File: src/logic/lrsc_macros.svh
// LR/SC adapter widths and codes
`ifndef LRSC_MACROS_SVH
`define LRSC_MACROS_SVH

`define LRSC_ADDR_WIDTH 32
`define LRSC_DATA_WIDTH 32
`define LRSC_ID_WIDTH   2
`define LRSC_STRB_WIDTH (`LRSC_DATA_WIDTH / 8)

// Exclusive range, closed interval of word addresses
`define LRSC_RES_BEGIN 32'h0000_1000
`define LRSC_RES_END   32'h0000_1FFC

// AXI response codes
`define LRSC_RESP_OKAY   2'b00
`define LRSC_RESP_EXOKAY 2'b01
`define LRSC_RESP_SLVERR 2'b10

`endif

File: src/logic/lrsc_axi_pkg.sv
// AXI-style channel types
`include "lrsc_macros.svh"

package lrsc_axi_pkg;

    typedef logic [`LRSC_ADDR_WIDTH-1:0] addr_t;
    typedef logic [`LRSC_DATA_WIDTH-1:0] data_t;
    typedef logic [`LRSC_STRB_WIDTH-1:0] strb_t;
    typedef logic [`LRSC_ID_WIDTH-1:0]   id_t;
    typedef logic [1:0]                  resp_t;

    // Shared by AR and AW
    typedef struct packed {
        addr_t addr;
        id_t   id;
        logic  lock;
    } ax_chan_t;

    typedef struct packed {
        data_t data;
        strb_t strb;
    } w_chan_t;

    typedef struct packed {
        data_t data;
        id_t   id;
        resp_t resp;
    } r_chan_t;

    typedef struct packed {
        id_t   id;
        resp_t resp;
    } b_chan_t;

endpackage

File: src/logic/lrsc_res_pkg.sv
// Reservation table types
`include "lrsc_macros.svh"

package lrsc_res_pkg;

    // Reservations are tracked per 32-bit word
    typedef logic [`LRSC_ADDR_WIDTH-3:0] res_addr_t;

    typedef struct packed {
        logic      valid;
        res_addr_t addr;
    } res_entry_t;

    // Origin of the pending write response
    typedef enum logic [1:0] {
        B_REGULAR   = 2'd0,
        B_EXCLUSIVE = 2'd1,
        B_INJECT    = 2'd2
    } b_src_t;

endpackage

File: src/logic/lrsc_resp_reg.sv
// Response pipeline register
module lrsc_resp_reg #(
    parameter type payload_t = logic
) (
    input  logic     clk_i,
    input  logic     rst_ni,
    input  logic     valid_i,
    output logic     ready_o,
    input  payload_t data_i,
    output logic     valid_o,
    input  logic     ready_i,
    output payload_t data_o
);

    logic     full_q;
    payload_t data_q;

    // Slot is free when empty or when the held entry leaves this cycle
    assign ready_o = !full_q || ready_i;
    assign valid_o = full_q;
    assign data_o  = data_q;

    always_ff @(posedge clk_i or negedge rst_ni) begin
        if (!rst_ni) begin
            full_q <= 1'b0;
        end else if (ready_o) begin
            full_q <= valid_i;
        end
    end

    always_ff @(posedge clk_i) begin
        if (valid_i && ready_o) begin
            data_q <= data_i;
        end
    end

endmodule

File: src/logic/lrsc_res_table.sv
// Per-ID reservation table
module lrsc_res_table (
    input  logic                      clk_i,
    input  logic                      rst_ni,
    input  logic                      res_set_i,
    input  lrsc_axi_pkg::id_t         res_set_id_i,
    input  lrsc_res_pkg::res_addr_t   res_set_addr_i,
    input  lrsc_axi_pkg::id_t         res_chk_id_i,
    input  lrsc_res_pkg::res_addr_t   res_chk_addr_i,
    output logic                      res_hit_o,
    input  logic                      res_clr_i,
    input  logic                      res_clr_excl_i
);

    localparam int unsigned NUM_IDS = 2 ** $bits(lrsc_axi_pkg::id_t);

    lrsc_res_pkg::res_entry_t entries_q [NUM_IDS];
    lrsc_res_pkg::res_entry_t entries_d [NUM_IDS];

    assign res_hit_o = entries_q[res_chk_id_i].valid &&
                       (entries_q[res_chk_id_i].addr == res_chk_addr_i);

    always_comb begin
        entries_d = entries_q;
        // Clear goes first so that a set in the same cycle survives
        if (res_clr_i) begin
            for (int i = 0; i < NUM_IDS; i++) begin
                if (entries_q[i].addr == res_chk_addr_i) begin
                    entries_d[i].valid = 1'b0;
                end
            end
            if (res_clr_excl_i) begin
                entries_d[res_chk_id_i].valid = 1'b0;
            end
        end
        if (res_set_i) begin
            entries_d[res_set_id_i].valid = 1'b1;
            entries_d[res_set_id_i].addr  = res_set_addr_i;
        end
    end

    always_ff @(posedge clk_i or negedge rst_ni) begin
        if (!rst_ni) begin
            for (int i = 0; i < NUM_IDS; i++) begin
                entries_q[i] <= '0;
            end
        end else begin
            entries_q <= entries_d;
        end
    end

endmodule

File: src/logic/lrsc_read_path.sv
// LR/SC read path
`include "lrsc_macros.svh"

module lrsc_read_path (
    input  logic                      clk_i,
    input  logic                      rst_ni,
    input  lrsc_axi_pkg::ax_chan_t    slv_ar_i,
    input  logic                      slv_ar_valid_i,
    output logic                      slv_ar_ready_o,
    output lrsc_axi_pkg::ax_chan_t    mst_ar_o,
    output logic                      mst_ar_valid_o,
    input  logic                      mst_ar_ready_i,
    input  lrsc_axi_pkg::r_chan_t     mst_r_i,
    input  logic                      mst_r_valid_i,
    output logic                      mst_r_ready_o,
    output lrsc_axi_pkg::r_chan_t     r_o,
    output logic                      r_valid_o,
    input  logic                      r_ready_i,
    output logic                      res_set_o,
    output lrsc_axi_pkg::id_t         res_set_id_o,
    output lrsc_res_pkg::res_addr_t   res_set_addr_o
);

    logic busy_q;
    logic excl_q;
    logic ar_excl;
    logic ar_fire;
    logic r_fire;

    assign ar_excl = slv_ar_i.lock &&
                     (slv_ar_i.addr >= `LRSC_RES_BEGIN) && (slv_ar_i.addr <= `LRSC_RES_END);

    // Only one read in flight so AR stalls while busy
    assign mst_ar_valid_o = slv_ar_valid_i && !busy_q;
    assign slv_ar_ready_o = mst_ar_ready_i && !busy_q;
    assign ar_fire        = mst_ar_valid_o && mst_ar_ready_i;

    always_comb begin
        mst_ar_o      = slv_ar_i;
        mst_ar_o.lock = 1'b0;
    end

    assign res_set_o      = ar_fire && ar_excl;
    assign res_set_id_o   = slv_ar_i.id;
    assign res_set_addr_o = slv_ar_i.addr[`LRSC_ADDR_WIDTH-1:2];

    assign r_valid_o     = mst_r_valid_i && busy_q;
    assign mst_r_ready_o = r_ready_i && busy_q;
    assign r_fire        = r_valid_o && r_ready_i;

    // Only a successful exclusive read becomes EXOKAY
    always_comb begin
        r_o = mst_r_i;
        if (excl_q && (mst_r_i.resp == `LRSC_RESP_OKAY)) begin
            r_o.resp = `LRSC_RESP_EXOKAY;
        end
    end

    always_ff @(posedge clk_i or negedge rst_ni) begin
        if (!rst_ni) begin
            busy_q <= 1'b0;
            excl_q <= 1'b0;
        end else if (ar_fire) begin
            busy_q <= 1'b1;
            excl_q <= ar_excl;
        end else if (r_fire) begin
            busy_q <= 1'b0;
        end
    end

endmodule

File: src/logic/lrsc_write_path.sv
// LR/SC write path
`include "lrsc_macros.svh"

module lrsc_write_path (
    input  logic                      clk_i,
    input  logic                      rst_ni,
    input  lrsc_axi_pkg::ax_chan_t    slv_aw_i,
    input  logic                      slv_aw_valid_i,
    output logic                      slv_aw_ready_o,
    input  lrsc_axi_pkg::w_chan_t     slv_w_i,
    input  logic                      slv_w_valid_i,
    output logic                      slv_w_ready_o,
    output lrsc_axi_pkg::ax_chan_t    mst_aw_o,
    output logic                      mst_aw_valid_o,
    input  logic                      mst_aw_ready_i,
    output lrsc_axi_pkg::w_chan_t     mst_w_o,
    output logic                      mst_w_valid_o,
    input  logic                      mst_w_ready_i,
    input  lrsc_axi_pkg::b_chan_t     mst_b_i,
    input  logic                      mst_b_valid_i,
    output logic                      mst_b_ready_o,
    output lrsc_axi_pkg::b_chan_t     b_o,
    output logic                      b_valid_o,
    input  logic                      b_ready_i,
    output lrsc_axi_pkg::id_t         res_chk_id_o,
    output lrsc_res_pkg::res_addr_t   res_chk_addr_o,
    input  logic                      res_hit_i,
    output logic                      res_clr_o,
    output logic                      res_clr_excl_o
);

    typedef enum logic [1:0] {
        WR_ADDR,
        WR_DATA,
        WR_RESP
    } wr_state_t;

    wr_state_t              state_q;
    wr_state_t              state_d;
    lrsc_res_pkg::b_src_t   src_q;
    lrsc_res_pkg::b_src_t   aw_src;
    lrsc_axi_pkg::id_t      id_q;
    logic                   aw_in_range;
    logic                   aw_excl;
    logic                   aw_fire;

    assign aw_in_range = (slv_aw_i.addr >= `LRSC_RES_BEGIN) &&
                         (slv_aw_i.addr <= `LRSC_RES_END);
    assign aw_excl     = slv_aw_i.lock && aw_in_range;

    // An exclusive write without a matching reservation is dropped
    assign aw_src = !aw_excl ? lrsc_res_pkg::B_REGULAR :
                    res_hit_i ? lrsc_res_pkg::B_EXCLUSIVE : lrsc_res_pkg::B_INJECT;

    assign res_chk_id_o   = slv_aw_i.id;
    assign res_chk_addr_o = slv_aw_i.addr[`LRSC_ADDR_WIDTH-1:2];
    assign aw_fire        = slv_aw_valid_i && slv_aw_ready_o;
    assign res_clr_o      = aw_fire && aw_in_range;
    assign res_clr_excl_o = aw_excl;

    always_comb begin
        mst_aw_o      = slv_aw_i;
        mst_aw_o.lock = 1'b0;
    end

    assign mst_w_o = slv_w_i;

    always_comb begin
        state_d        = state_q;
        slv_aw_ready_o = 1'b0;
        mst_aw_valid_o = 1'b0;
        slv_w_ready_o  = 1'b0;
        mst_w_valid_o  = 1'b0;
        mst_b_ready_o  = 1'b0;
        b_valid_o      = 1'b0;
        b_o.id         = id_q;
        b_o.resp       = `LRSC_RESP_OKAY;
        case (state_q)
            WR_ADDR: begin
                if (aw_src == lrsc_res_pkg::B_INJECT) begin
                    slv_aw_ready_o = 1'b1;
                end else begin
                    mst_aw_valid_o = slv_aw_valid_i;
                    slv_aw_ready_o = mst_aw_ready_i;
                end
                if (aw_fire) begin
                    state_d = WR_DATA;
                end
            end
            WR_DATA: begin
                if (src_q == lrsc_res_pkg::B_INJECT) begin
                    // Dropped data is answered right away with OKAY
                    b_valid_o     = slv_w_valid_i;
                    slv_w_ready_o = b_ready_i;
                    if (slv_w_valid_i && b_ready_i) begin
                        state_d = WR_ADDR;
                    end
                end else begin
                    mst_w_valid_o = slv_w_valid_i;
                    slv_w_ready_o = mst_w_ready_i;
                    if (slv_w_valid_i && mst_w_ready_i) begin
                        state_d = WR_RESP;
                    end
                end
            end
            WR_RESP: begin
                b_valid_o     = mst_b_valid_i;
                mst_b_ready_o = b_ready_i;
                b_o.id        = mst_b_i.id;
                if (mst_b_i.resp[1]) begin
                    b_o.resp = mst_b_i.resp;
                end else if (src_q == lrsc_res_pkg::B_EXCLUSIVE) begin
                    b_o.resp = `LRSC_RESP_EXOKAY;
                end
                if (mst_b_valid_i && b_ready_i) begin
                    state_d = WR_ADDR;
                end
            end
            default: begin
                state_d = WR_ADDR;
            end
        endcase
    end

    always_ff @(posedge clk_i or negedge rst_ni) begin
        if (!rst_ni) begin
            state_q <= WR_ADDR;
            src_q   <= lrsc_res_pkg::B_REGULAR;
        end else begin
            state_q <= state_d;
            if (aw_fire) begin
                src_q <= aw_src;
            end
        end
    end

    always_ff @(posedge clk_i) begin
        if (aw_fire) begin
            id_q <= slv_aw_i.id;
        end
    end

endmodule

File: src/logic/axi_lrsc.sv
// LR/SC adapter top level
module axi_lrsc (
    input  logic                      clk_i,
    input  logic                      rst_ni,
    // Upstream side
    input  lrsc_axi_pkg::ax_chan_t    slv_ar_i,
    input  logic                      slv_ar_valid_i,
    output logic                      slv_ar_ready_o,
    input  lrsc_axi_pkg::ax_chan_t    slv_aw_i,
    input  logic                      slv_aw_valid_i,
    output logic                      slv_aw_ready_o,
    input  lrsc_axi_pkg::w_chan_t     slv_w_i,
    input  logic                      slv_w_valid_i,
    output logic                      slv_w_ready_o,
    output lrsc_axi_pkg::r_chan_t     slv_r_o,
    output logic                      slv_r_valid_o,
    input  logic                      slv_r_ready_i,
    output lrsc_axi_pkg::b_chan_t     slv_b_o,
    output logic                      slv_b_valid_o,
    input  logic                      slv_b_ready_i,
    // Slave side
    output lrsc_axi_pkg::ax_chan_t    mst_ar_o,
    output logic                      mst_ar_valid_o,
    input  logic                      mst_ar_ready_i,
    output lrsc_axi_pkg::ax_chan_t    mst_aw_o,
    output logic                      mst_aw_valid_o,
    input  logic                      mst_aw_ready_i,
    output lrsc_axi_pkg::w_chan_t     mst_w_o,
    output logic                      mst_w_valid_o,
    input  logic                      mst_w_ready_i,
    input  lrsc_axi_pkg::r_chan_t     mst_r_i,
    input  logic                      mst_r_valid_i,
    output logic                      mst_r_ready_o,
    input  lrsc_axi_pkg::b_chan_t     mst_b_i,
    input  logic                      mst_b_valid_i,
    output logic                      mst_b_ready_o
);

    lrsc_axi_pkg::r_chan_t      r_path;
    logic                       r_path_valid;
    logic                       r_path_ready;
    lrsc_axi_pkg::b_chan_t      b_path;
    logic                       b_path_valid;
    logic                       b_path_ready;
    logic                       res_set;
    lrsc_axi_pkg::id_t          res_set_id;
    lrsc_res_pkg::res_addr_t    res_set_addr;
    lrsc_axi_pkg::id_t          res_chk_id;
    lrsc_res_pkg::res_addr_t    res_chk_addr;
    logic                       res_hit;
    logic                       res_clr;
    logic                       res_clr_excl;

    lrsc_read_path i_read_path (
        .clk_i          (clk_i),
        .rst_ni         (rst_ni),
        .slv_ar_i       (slv_ar_i),
        .slv_ar_valid_i (slv_ar_valid_i),
        .slv_ar_ready_o (slv_ar_ready_o),
        .mst_ar_o       (mst_ar_o),
        .mst_ar_valid_o (mst_ar_valid_o),
        .mst_ar_ready_i (mst_ar_ready_i),
        .mst_r_i        (mst_r_i),
        .mst_r_valid_i  (mst_r_valid_i),
        .mst_r_ready_o  (mst_r_ready_o),
        .r_o            (r_path),
        .r_valid_o      (r_path_valid),
        .r_ready_i      (r_path_ready),
        .res_set_o      (res_set),
        .res_set_id_o   (res_set_id),
        .res_set_addr_o (res_set_addr)
    );

    lrsc_write_path i_write_path (
        .clk_i          (clk_i),
        .rst_ni         (rst_ni),
        .slv_aw_i       (slv_aw_i),
        .slv_aw_valid_i (slv_aw_valid_i),
        .slv_aw_ready_o (slv_aw_ready_o),
        .slv_w_i        (slv_w_i),
        .slv_w_valid_i  (slv_w_valid_i),
        .slv_w_ready_o  (slv_w_ready_o),
        .mst_aw_o       (mst_aw_o),
        .mst_aw_valid_o (mst_aw_valid_o),
        .mst_aw_ready_i (mst_aw_ready_i),
        .mst_w_o        (mst_w_o),
        .mst_w_valid_o  (mst_w_valid_o),
        .mst_w_ready_i  (mst_w_ready_i),
        .mst_b_i        (mst_b_i),
        .mst_b_valid_i  (mst_b_valid_i),
        .mst_b_ready_o  (mst_b_ready_o),
        .b_o            (b_path),
        .b_valid_o      (b_path_valid),
        .b_ready_i      (b_path_ready),
        .res_chk_id_o   (res_chk_id),
        .res_chk_addr_o (res_chk_addr),
        .res_hit_i      (res_hit),
        .res_clr_o      (res_clr),
        .res_clr_excl_o (res_clr_excl)
    );

    lrsc_res_table i_res_table (
        .clk_i          (clk_i),
        .rst_ni         (rst_ni),
        .res_set_i      (res_set),
        .res_set_id_i   (res_set_id),
        .res_set_addr_i (res_set_addr),
        .res_chk_id_i   (res_chk_id),
        .res_chk_addr_i (res_chk_addr),
        .res_hit_o      (res_hit),
        .res_clr_i      (res_clr),
        .res_clr_excl_i (res_clr_excl)
    );

    lrsc_resp_reg #(
        .payload_t (lrsc_axi_pkg::r_chan_t)
    ) i_r_reg (
        .clk_i   (clk_i),
        .rst_ni  (rst_ni),
        .valid_i (r_path_valid),
        .ready_o (r_path_ready),
        .data_i  (r_path),
        .valid_o (slv_r_valid_o),
        .ready_i (slv_r_ready_i),
        .data_o  (slv_r_o)
    );

    lrsc_resp_reg #(
        .payload_t (lrsc_axi_pkg::b_chan_t)
    ) i_b_reg (
        .clk_i   (clk_i),
        .rst_ni  (rst_ni),
        .valid_i (b_path_valid),
        .ready_o (b_path_ready),
        .data_i  (b_path),
        .valid_o (slv_b_valid_o),
        .ready_i (slv_b_ready_i),
        .data_o  (slv_b_o)
    );

endmodule

File: config.mk
export PLATFORM = sky130hd
export DESIGN_NAME = axi_lrsc
export DESIGN_NICKNAME = d
export VERILOG_FILES = /design/src/logic/lrsc_axi_pkg.sv /design/src/logic/lrsc_res_pkg.sv /design/src/logic/lrsc_resp_reg.sv /design/src/logic/lrsc_res_table.sv /design/src/logic/lrsc_read_path.sv /design/src/logic/lrsc_write_path.sv /design/src/logic/axi_lrsc.sv
export VERILOG_INCLUDE_DIRS = /design/src /design/src/logic
export SDC_FILE = /design/constraint.sdc
export NUM_CORES = 1
export LEC_CHECK = 0
export BUFFER_PORTS_ARGS = -buffer_cell sky130_fd_sc_hd__buf_2
export CAP_MARGIN = 10
export CORE_MARGIN = 1.5
export CORE_UTILIZATION = 56
export CTS_CLUSTER_DIAMETER = 30
export DETAILED_ROUTE_END_ITERATION = 6
export PLACE_DENSITY = 0.95
export SLEW_MARGIN = 25
export SYNTH_ARGS = -nofsm -noshare
export SYNTH_HDL_FRONTEND = slang
export SYNTH_SLANG_ARGS = --single-unit
File: constraint.sdc
create_clock -name clk_i -period 4.4 [get_ports clk_i]
set_clock_uncertainty 0.05 [all_clocks]
set_input_delay 0.44 -clock clk_i [delete_from_list [all_inputs] [get_ports clk_i]]
set_output_delay 0.44 -clock clk_i [all_outputs]
set_load 0.02 [all_outputs]
After elaboration in Yosys (flattened, before gate mapping)
Index checks and enable logic that the tools add are counted.

Register bits: 174. Bits in latches: 0. Bits in writable memories: 0. Memory bits (read-only): 0. Bits of input ports: 158. Output and inout bits: 156. Word-level logic and storage cells: 121. Memories kept: 0.

$add $sub $neg: 0. Multiply operators: 0. Div/mod/pow operators: 0. Order comparisons: 8. Equal/unequal tests: 14. Shifts and indexed selects: 0. Muxes and demuxes: 47. Bitwise logic cells: 2. Reduce and logical (&&, ||, !) cells: 30.

Operator list (count): 124-bit bitwise mux (3); 124-bit 2-to-1 mux (3); 31-bit demux with 2-bit select (3); 30-bit == test (5); 31-bit 2-to-1 mux (4); 32-bit by 13-bit >= comparator with 1-bit output (second input constant) (2); 32-bit by 13-bit <= comparator with 1-bit output (second input constant) (2); 31-bit binary-select mux with 2-bit select (1); 30-bit 2-to-1 mux (1); 1-bit logical AND (21); 1-bit 2-to-1 mux (21); 2-bit 2-to-1 mux (8); 2-bit == test (second input constant) (3); 3-bit >= comparator (second input constant) (2); 3-bit by 1-bit less-than comparator with 1-bit output (second input constant) (2); 2-bit NOT with 3-bit output (2); 2-bit one-hot mux with 3 select lines (1); 2-bit by 1-bit == test with 1-bit output (second input constant) (2); 2-bit zero test (2); 4-bit 2-to-1 mux (1); 2-bit by 1-bit != test with 1-bit output (second input constant) (2); 4-bit AND reduction (1); 1-bit zero test (3); 3-bit by 1-bit != test with 1-bit output (second input constant) (1); other kinds (4) (5).

Depth between registers and ports, before layout
Gate-level depths: netlist (run 1).

Word-level depth: 20. Gate-level depth with buffers: 10. Mapped depth without buffers: 7.

Cells and area by module
Synthesis (run 1) repeated with hierarchy kept, for this count alone.

Cell total of the unflattened synthesis: 930. Area, all modules: 10985.5 um^2.

By module, submodules not included: lrsc_res_table (instances 1, cells each 568, area an instance 7235.7 um^2, sequential area each 3103.0 um^2); lrsc_write_path (instances 1, cells each 186, area an instance 1442.6 um^2, sequential area each 160.2 um^2); lrsc_resp_reg (i_r_reg) (instances 1, cells each 40, area an instance 1134.8 um^2, sequential area each 1106.1 um^2); lrsc_read_path (instances 1, cells each 128, area an instance 998.5 um^2, sequential area each 50.0 um^2); lrsc_resp_reg (i_b_reg) (instances 1, cells each 8, area an instance 173.9 um^2, sequential area each 145.1 um^2).

Worst setup path after synthesis (run 1)
Ideal clock, no wire load.

Path type: input to output. Start: in slv_aw_i[2] (netlist name). End: out mst_aw_valid_o. Data arrival time: 2.620 ns. Data required time: 3.910 ns. Setup slack: 1.290 ns. Cell stages on the path: 9. Path buffers: 2. Cells stage by stage: buf_2 > buf_2 > mux4_2 > nor2b_1 > a311o_1 > nor4_2 > nand4_2 > nand2b_2 > nor2b_1.

Word-level cells in the longest chain between the ends: 11.

Ends and longest elaborated chain: from (decl) (line axi_lrsc.sv:9) `input lrsc_axi_pkg::ax_chan_t slv_aw_i,`; 2-bit NOT with 3-bit output (implied by the code) * (line lrsc_res_table.sv:20, lrsc_res_table.sv:21); 31-bit binary-select mux with 2-bit select * (line lrsc_res_table.sv:20, lrsc_res_table.sv:21); 31-bit 2-to-1 mux (implied by the code) * (2 in series) (line lrsc_res_table.sv:20) `assign res_hit_o = entries_q[res_chk_id_i].valid &&`; 30-bit == test (line lrsc_res_table.sv:21) `(entries_q[res_chk_id_i].addr == res_chk_addr_i);`; 1-bit logical AND * (line lrsc_res_table.sv:20); 2-bit 2-to-1 mux * (line lrsc_write_path.sv:53) `res_hit_i ? lrsc_res_pkg::B_EXCLUSIVE : lrsc_res_pkg::B_INJECT;`; 2-bit 2-to-1 mux * (line lrsc_write_path.sv:52) `assign aw_src = !aw_excl ? lrsc_res_pkg::B_REGULAR :`; 2-bit == test * (line lrsc_write_path.sv:80) `if (aw_src == lrsc_res_pkg::B_INJECT) begin`; 1-bit 2-to-1 mux * (line lrsc_write_path.sv:80); 1-bit 2-to-1 mux * (line lrsc_write_path.sv:78) `case (state_q)`; to (decl) (line axi_lrsc.sv:26) `output logic mst_aw_valid_o,`.

Mark *: on every way between the ends. The rest lies on a longest branch, timed or not. The select of a mux whose other input is x is not followed.

Worst setup path after layout (run 1)
Start: in slv_aw_i[1] (netlist name). End: out mst_aw_valid_o.

Same word-level chain as after synthesis.

==> results by stage, run 1 <==
Synth:
- Summed over all instances, the cell type with the most area after synthesis is dfrtp_1.
- Summed over its instances, the top area cell type makes up 33.6% of the synthesized netlist area.
- The async set-reset flop share out of synthesis is 75.9%.
- The cell area that synthesis handed to floorplanning was 0.00982 mm2.
- The netlist uses 57 different library cells.
- Dividing the synthesized area by the synthesized cell count gives 11.6 um2.
- The synthesized design contains 42 enable-type register cells.
- The count of warnings emitted by yosys is 0.
- The post-synthesis cell count is 847.
- The top flip-flop cell by instance count after synthesis is dfrtp_1.
- The most repeated cell in the gate-level netlist after synthesis is dfrtp_1.
- The sequential share of the synthesized area is 46.5%.
- Counting flops and latches in the post-synthesis netlist gives 174.
- Counting instances in the post-synthesis netlist gives the leading cell types as 132 x dfrtp_1, 109 x buf_4, 83 x nor2b_1.
- Yosys attributes the largest share of cell area to dfrtp_1 34%, edfxtp_1 13%, buf_4 8.3%, xor2_1 7.2%, mux2_2 5.5%.

Timing:
- Setup violations remaining at the end of the flow were counted as 0.
- The count of pins over their slew limit came to 0.
- The number of endpoints with negative hold slack in the final report is 0.
- The worst slew slack as a fraction of its limit is 30.3%.
- Counting I/O delays and the setup requirement, the final critical path takes 3.80 ns.
- The slack of the critical path is 0.605 ns.
- In the final timing run, aggregate negative setup slack is 0 ns.
- Setup repair after global routing left no endpoint under its margin.
- Timing would allow up to 263 MHz.
- The final-layout worst hold slack is 0.0368 ns.
- In the finished design, the share of the clock period the worst path needs comes to 86.3%.
- The transition at the pin with the smallest max-transition slack is 1.05 ns.

Clock network:
- CTS built an H-tree with a depth of 4.
- Once the clock tree was built, the setup fixing pass inserted 0 buffers.
- The hold buffer count at CTS is 0.
- TritonCTS built the clock tree.
- The number of resized instances in the post-cts repair step is 0.
- The maximum clock insertion buffer count is 2.
- The clock transition at the registers of the reported paths is 0.07 ns.
- The cell at the root of the clock tree is clkbuf_16.
- The CTS buffer count is 17.
- The clock drives 174 sinks.
- For the worst-skew pair, the clock arrives at the later sink with an insertion delay of 0.45 ns.

Die:
- The die height is 135 um.
- Once the floorplan was initialized, standard cells occupied 57.0% of the core.
- The area of the core is 0.0172 mm2.
- The floorplan die area is 0.0183 mm2.
- The total I/O pin count is 314.
- The row count is 48.
- The die span in x is 135 um.

GRT:
- The first global-routing pass estimated 41,100 um of wire.
- The initial antenna violation count is 0.
- The maximum number of pins on one net before global-route repair is 71.
- The via count of the first global-routing pass is 6,981.
- Across every metal layer, demand over resource in global routing totals 30.6%.
- Summed over all layers, the global routing overflow is 0.

Critical path:
- The number of buffer and inverter stages on the critical path is 2.
- The required time of the critical path is 3.91 ns.
- The type of element launching the critical path is an input pin.
- In this run the critical register-to-register path is launched from i_res_table.entries_q[9].
- The kind of end point of the critical path is a primary output.
- Of all nets on the critical path, the largest fanout is 21.
- The critical path in this run is classified as in2out.
- In this design, the critical path's most frequently occurring cell is buf_2.
- The signal on the critical path passes through buf_2 > mux4_2 > a22o_1 > a211o_1 > a2111oi_4 > nand4_2 > nand2b_2 > nor2b_1 > buf_2.
- The critical path's largest stage delay is 0.61 ns.
- The critical path's top delay family is compound AO/OA/AOI/OAI gates.
- The launch point of the critical path is slv_aw_i[1].
- The slowest stage of the critical path belongs to the cell mux4_2.
- The worst endpoint data arrival time is 3.31 ns.

Drt:
- After detailed routing, the average wire length per cell comes to 22.7 um.
- The routed layout has 6,957 vias.
- In this run the remaining antenna-violating nets after routing total 0.
- The routed wire length is 27,200 um.
- The first routing iteration left 559 violations.
- The average vias per placed instance is 5.81.
- The first-pass iteration count of the detailed router is 5.
- In the routed design, unresolved DRC markers number 0.

Placement:
- Timing analysis after detailed placement gives a worst setup slack of 0.605 ns.
- During placement, the flow inserted port buffers numbering 239.
- The wire-length estimate of the detail-placed layout is 20,500 um.
- The cell area reported after detailed placement is 0.0104 mm2.
- The routability congestion estimate is 0.981.

Finish:
- At the end of the flow, the number of nets in the layout was 1,120.
- After routing the design area is 0.0110 mm2.
- The sequential cells in the finished layout cover a total of 0.00456 mm2.
- The post-route netlist has 38.4% of its cells at a drive strength greater than 1.
- 0 antenna diodes ended up in the layout.
- The area occupied by multi-input gates is 0.00418 mm2.
- After filler insertion, the fill cell instance count of the layout stands at 1,332.
- Relative to the synthesized area, the layout overhead comes to 12.2%.

Pwr:
- The reported net switching power is 1.30 mW.
- Across the VDD grid, the largest voltage drop is 0.275 mV.
- The fraction of power consumed by sequential logic is 43.7%.
- The internal power is 2.80 mW.
- For this design the static power due to leakage is 5.33 nW.
- Of the total power, combinational logic draws 18.2%.
- Net switching is 31.7% of the power.
- Dividing total power by cell area gives a power density of 372 mW/mm2.
- The design draws 4.10 mW.
- The part of the power in the clock network is 38.0%.

Flow run:
- The max-cap violation count is 0.

Hold path:
- The worst hold path belongs to the class in2async.

Status:
- The flow ran to the end, and the final reports show no timing, DRC or antenna violations.
## cell families after synthesis
| logic type | Yosys count | share of synthesized area [%] |
|---|---|---|
| other | 1 | 0.0382 |
| AND/OR/NAND/NOR | 224 | 13.8 |
| buffers and inverters | 176 | 11.1 |
| AO/OA/AOI/OAI | 44 | 3.41 |
| multiplexers | 86 | 12.4 |
| adder cells (fa/ha/maj) | 3 | 0.382 |
| XOR/XNOR | 139 | 12.4 |
| flip-flops | 174 | 46.5 |
## power by group through the flow
stage | Combinational (mW) | Clock, mW | Sequential [mW]
after CTS | 0.749 | 1.58 | 1.79
final | 0.747 | 1.56 | 1.79
after global placement | 0.734 | 0 | 1.82
after floorplan | 0.468 | 0 | 1.90
after global routing | 0.809 | 1.65 | 1.80
after detailed placement | 0.747 | 0 | 1.83
## metal layers
layer | vias up | wire length [um] | part of all wire, % | global-route usage (%)
li1 | 3045 | - | - | -
met1 | 3452 | 10900 | 40 | 39.6
met2 | 391 | 13000 | 48 | 48.9
met3 | 69 | 2200 | 8.1 | 7.56
met4 | 0 | 1030 | 3.8 | 14.0
met5 | - | 0 | 0 | 0
## layout make-up
cell class | instances | share of cell area, %
Sequential cell | 174 | 41.4
Clock buffer | 17 | 3.86
Timing Repair Buffer | 253 | 11.9
Multi-Input combinational cell | 498 | 37.9
Clock inverter | 15 | 1.78
Tap cell | 225 | 2.56
Inverter | 15 | 0.511
## per-stage QoR
stage,std cells,util [%]
2_1_floorplan,848,-
3_3_place_gp,1165,60.3
3_5_place_dp,1165,60.3
4_1_cts,1197,63.9
5_1_grt,1197,63.9
6_report,1197,63.9
## registers in the layout (all words and copies together) (netlist names)
register	flops
i_write_path.src_q	2
i_write_path.id_q	2
i_res_table.entries_q	124
i_read_path.excl_q	1
i_b_reg.valid_o	1
i_b_reg.data_o	4
i_r_reg.valid_o	1
i_write_path.state_q	2
i_read_path.busy_q	1
i_r_reg.data_o	36
## path summary, 6_finish.rpt
check                                             end  slack, ns  depth (start not counted)
min in group clk_i                 i_r_reg.data_o[25]       0.11                          1
max in group asynchronous          i_read_path.busy_q       3.42                          2
max reg2reg                      i_write_path.id_q[0]       1.69                          7
min                        i_res_table.entries_q[102]       0.04                          1
max                                    mst_aw_valid_o       0.60                          9
min reg2reg                        i_read_path.excl_q       0.44                          1
## cell usage in the layout, fill, tap and decap left out, types with 6 or more instances in the layout
cell type	instances
mux2_2	48
nor2b_1	83
xor2_1	81
buf_2	238
nor4_1	30
or2_2	6
nand4_1	22
nor3_1	6
a21oi_1	11
inv_1	14
nand2_1	17
mux4_2	24
buf_4	14
nand3_1	8
edfxtp_1	42
mux2i_1	14
nor2_1	20
xnor2_1	58
dfrtp_1	132
clkbuf_16	17
(Power assumes the default switching activity.)
==> run 2: changes to the inputs <==
--- a/config.mk
+++ b/config.mk
@@ -7,9 +7,10 @@
 export NUM_CORES = 1
 export LEC_CHECK = 0
 export BUFFER_PORTS_ARGS = -buffer_cell sky130_fd_sc_hd__buf_2
-export CAP_MARGIN = 10
+export CAP_MARGIN = 20
 export CORE_MARGIN = 1.5
-export CORE_UTILIZATION = 56
+export CORE_UTILIZATION = 57
+export CTS_BUF_LIST = sky130_fd_sc_hd__clkbuf_8
 export CTS_CLUSTER_DIAMETER = 30
 export DETAILED_ROUTE_END_ITERATION = 6
 export PLACE_DENSITY = 0.95
==> run 2 against run 1 <==
Flip-flop and latch count is the same; design area is 2.6% lower; non-clock buffer count is 2 lower; critical path type unchanged; largest cell class unchanged.
==> results by stage, run 2 (synthesis gave the netlist of run 1 again) <==
GRT:
- The via count of the first global-routing pass was 6,929 (-0.74%).
- The overall routing resource usage is 30.8% (+0.20 points).
- The wire length of the first global-routing pass is 41,200 um (+0.20%).
- The remaining global-route overflow came to 0 (unchanged).
- The maximum number of pins on one net before global-route repair is 69 (-2.8%).
- The initial antenna violation count was 0 (unchanged).

Placement:
- The post-DP HPWL is 20,700 um (+1.1%).
- The routability congestion estimate is 0.973 (-0.87%).
- The number of placed cells counting well taps is 1,158 (-0.60%).
- The number of port buffers is 239 (unchanged).

Critical path:
- The worst register-to-register path ends at i_write_path.id_q[1].
- The path length in cells of the critical path came to 10 (+1).
- The largest fanout of any net on the critical path came to 19 (-9.5%).
- The critical path's largest stage delay is 0.54 ns (-0.07 ns).
- The slowest stage cell on the critical path is mux4_2.
- The length in cells of the worst reg-to-reg path is 7 (unchanged).
- The internal reg-to-reg setup slack was 1.67 ns (-0.02 ns).
- Counting stages on the worst path, the most repeated cell is buf_2.
- The worst setup path is launched from an input pin.
- The worst setup path category is in2out.
- Walking the worst path, the cells encountered are buf_2 > buf_4 > mux4_2 > a2bb2oi_1 > o221ai_1 > a2111oi_4 > nand4_2 > nand2b_2 > nor2b_1 > buf_2.
- The required time of the critical path is 3.91 ns (about the same).
- Tracing the worst setup path back leads to its startpoint at slv_aw_i[1].
- The number of buffer and inverter stages on the critical path is 3 (+1).
- The critical path's top delay family is buffers and inverters.
- The worst setup path is captured at a primary output.
- The worst endpoint data arrival time is 3.26 ns (-0.05 ns).
- The worst reg2reg path startpoint is i_res_table.entries_q[9].
- The critical path endpoint is mst_aw_valid_o.

Finish:
- The top cell types in the final layout, fill and taps aside, are 238 x buf_2, 132 x dfrtp_1, 83 x nor2b_1, 81 x xor2_1, 58 x xnor2_1.
- The fill cell instance count of the final layout was 1,298 (-2.6%).
- The leading cell type in the layout, fill and taps excluded is buf_2.
- Compared with the post-synthesis result, the final layout area differs by 9.27%.
- The share of cells above drive strength 1 is 38.0% (-0.33 points).
- The number of nets in the layout came to 1,118 (-0.18%).
- The number of non-filler instances in the completed layout came to 1,190 (-0.58%).
- The flip-flop count of the largest register after layout was 124 (unchanged).
- The register name with the most flops is i_res_table.entries_q.
- The number of antenna diodes was 0 (unchanged).

Drt:
- The total vias in the final route is 7,047 (+1.3%).
- The count of nets left with antenna violations after detail routing was 0 (unchanged).
- The DRC violation count after routing came to 0 (unchanged).
- The average vias per placed instance is 5.92 (+1.9%).
- The iteration-0 DRC count of the detailed router is 754 (+35%).
- The routed wire length is 27,000 um (-0.60%).
- The first-pass iteration count of the detailed router is 5 (unchanged).
- The routed length per instance is 22.7 um (about the same).

Pwr:
- The maximum VDD drop came to 0.203 mV (-26%).
- The combinational group share of total power is 20.8% (+2.6 points).
- The internal power is 2.42 mW (-14%).
- The part of the power in the clock network came to 29.0% (-9.0 points).
- The cell area power density came to 333 mW/mm2 (-11%).
- The leakage component of the power is 5.19 nW (-2.6%).
- The fraction of power consumed by sequential logic is 50.2% (+6.5 points).
- The net switching fraction of the power was 32.3% (+0.53 points).
- The reported net switching power came to 1.15 mW (-11%).

Clock network:
- The cell at the root of the clock tree is clkbuf_8.
- The clock transition at the registers of the reported paths is 0.09 ns (+0.02 ns).
- The maximum clock insertion buffer count is 2 (unchanged).
- The number of levels the H-tree was split into came to 4 (unchanged).
- The clock latency on the worst-skew pair is 0.46 ns (about the same).
- The number of clock sinks is 174 (unchanged).
- The CTS buffer count is 17 (unchanged).
- The hold buffer count at CTS is 0 (unchanged).
- The buffers inserted during post-CTS setup optimization is 0 (unchanged).
- The number of resized instances in the post-cts repair step was 0 (unchanged).
- TritonCTS built the clock tree.

Die:
- The die span in x is 134 um (-0.86%).
- The floorplan die area is 0.0180 mm2 (-1.7%).
- The die height came to 134 um (-0.86%).
- The effective utilization at floorplan is 58.8% (+1.8 points).
- The total I/O pin count is 314 (unchanged).
- The area of the core is 0.0167 mm2 (-3.1%).
- The row count is 47 (-2.1%).

Timing:
- The maximum clock frequency is 266 MHz (+1.1%).
- The sum of negative setup slack came to 0 ns (unchanged).
- The number of endpoints failing setup at the final stage is 0 (unchanged).
- The count of pins over their slew limit is 0 (unchanged).
- Setup repair after global routing left no endpoint under its margin.
- The post-route fraction of the period consumed by the critical path was 85.3% (-0.92 points).
- The transition at the pin with the smallest max-transition slack came to 0.984 ns (-0.0613 ns).
- The worst slew slack as a fraction of its limit was 34.4% (+4.1 points).
- The number of endpoints with negative hold slack in the final report was 0 (unchanged).
- The time the final worst path needs with I/O delays and setup is 3.75 ns (-0.0404 ns).

Flow run:
- The max-cap violation count was 0 (unchanged).

Status:
- The run finished with clean final reports.

Hold path:
- The worst min-delay path category is in2async.
==> run 2: cell count changes in the layout (fill, tap and decap cells not counted), sizes merged <==
cell / change
clkinv: -5
clkinvlp: +5
buf: -2
==> run 2: layout make-up <==
type	count	area, um2	area share, %
Multi-Input combinational cell	498	4180	38.9
Sequential cell	174	4560	42.5
Clock inverter	15	125	1.17
Inverter	15	56.3	0.525
Clock buffer	17	234	2.18
Tap cell	220	275	2.56
Timing Repair Buffer	251	1300	12.1
==> run 2: power groups by stage <==
stage | registers, mW | logic, mW | clock network, mW
final | 1.79 | 0.742 | 1.04
after global routing | 1.80 | 0.801 | 1.13
after CTS | 1.79 | 0.743 | 1.06
after detailed placement | 1.83 | 0.740 | 0
after global placement | 1.83 | 0.731 | 0
after floorplan | 1.90 | 0.468 | 0
==> run 2: per-layer routing <==
metal	up-vias	track usage [%]	routed length (um)
met3	63	7.63	2870
met4	0	12.4	944
met2	495	47.6	12700
met5	-	0	0
li1	3032	-	-
met1	3457	42.0	10500
==> run 2: metrics by stage <==
stage          worst slack [ns]  power, mW  instance area [um2]  hold WS, ns  util (%)
6_report                  0.645       3.57                10700      0.00738      64.3
5_1_grt                   0.406       3.73                10700       0.0522      64.3
4_1_cts                   0.630       3.59                10700       0.0324      64.3
3_5_place_dp              0.641       2.57                10400        0.438      62.1
3_3_place_gp              0.684       2.56                10400        0.424      62.1
2_1_floorplan              1.29       2.37                 9830       0.0944         -
==> run 2: worst min-delay path by stage <==
stage | depth (start not counted) | endpoint | slack (ns)
after floorplan | 0 | i_b_reg.valid_o | 0.09
after global placement | 1 | i_read_path.excl_q | 0.42
after detailed placement | 2 | i_r_reg.valid_o | 0.44
after CTS | 1 | i_res_table.entries_q[14] | 0.03
after global routing | 1 | i_r_reg.data_o[18] | 0.05
final | 1 | i_res_table.entries_q[14] | 0.007
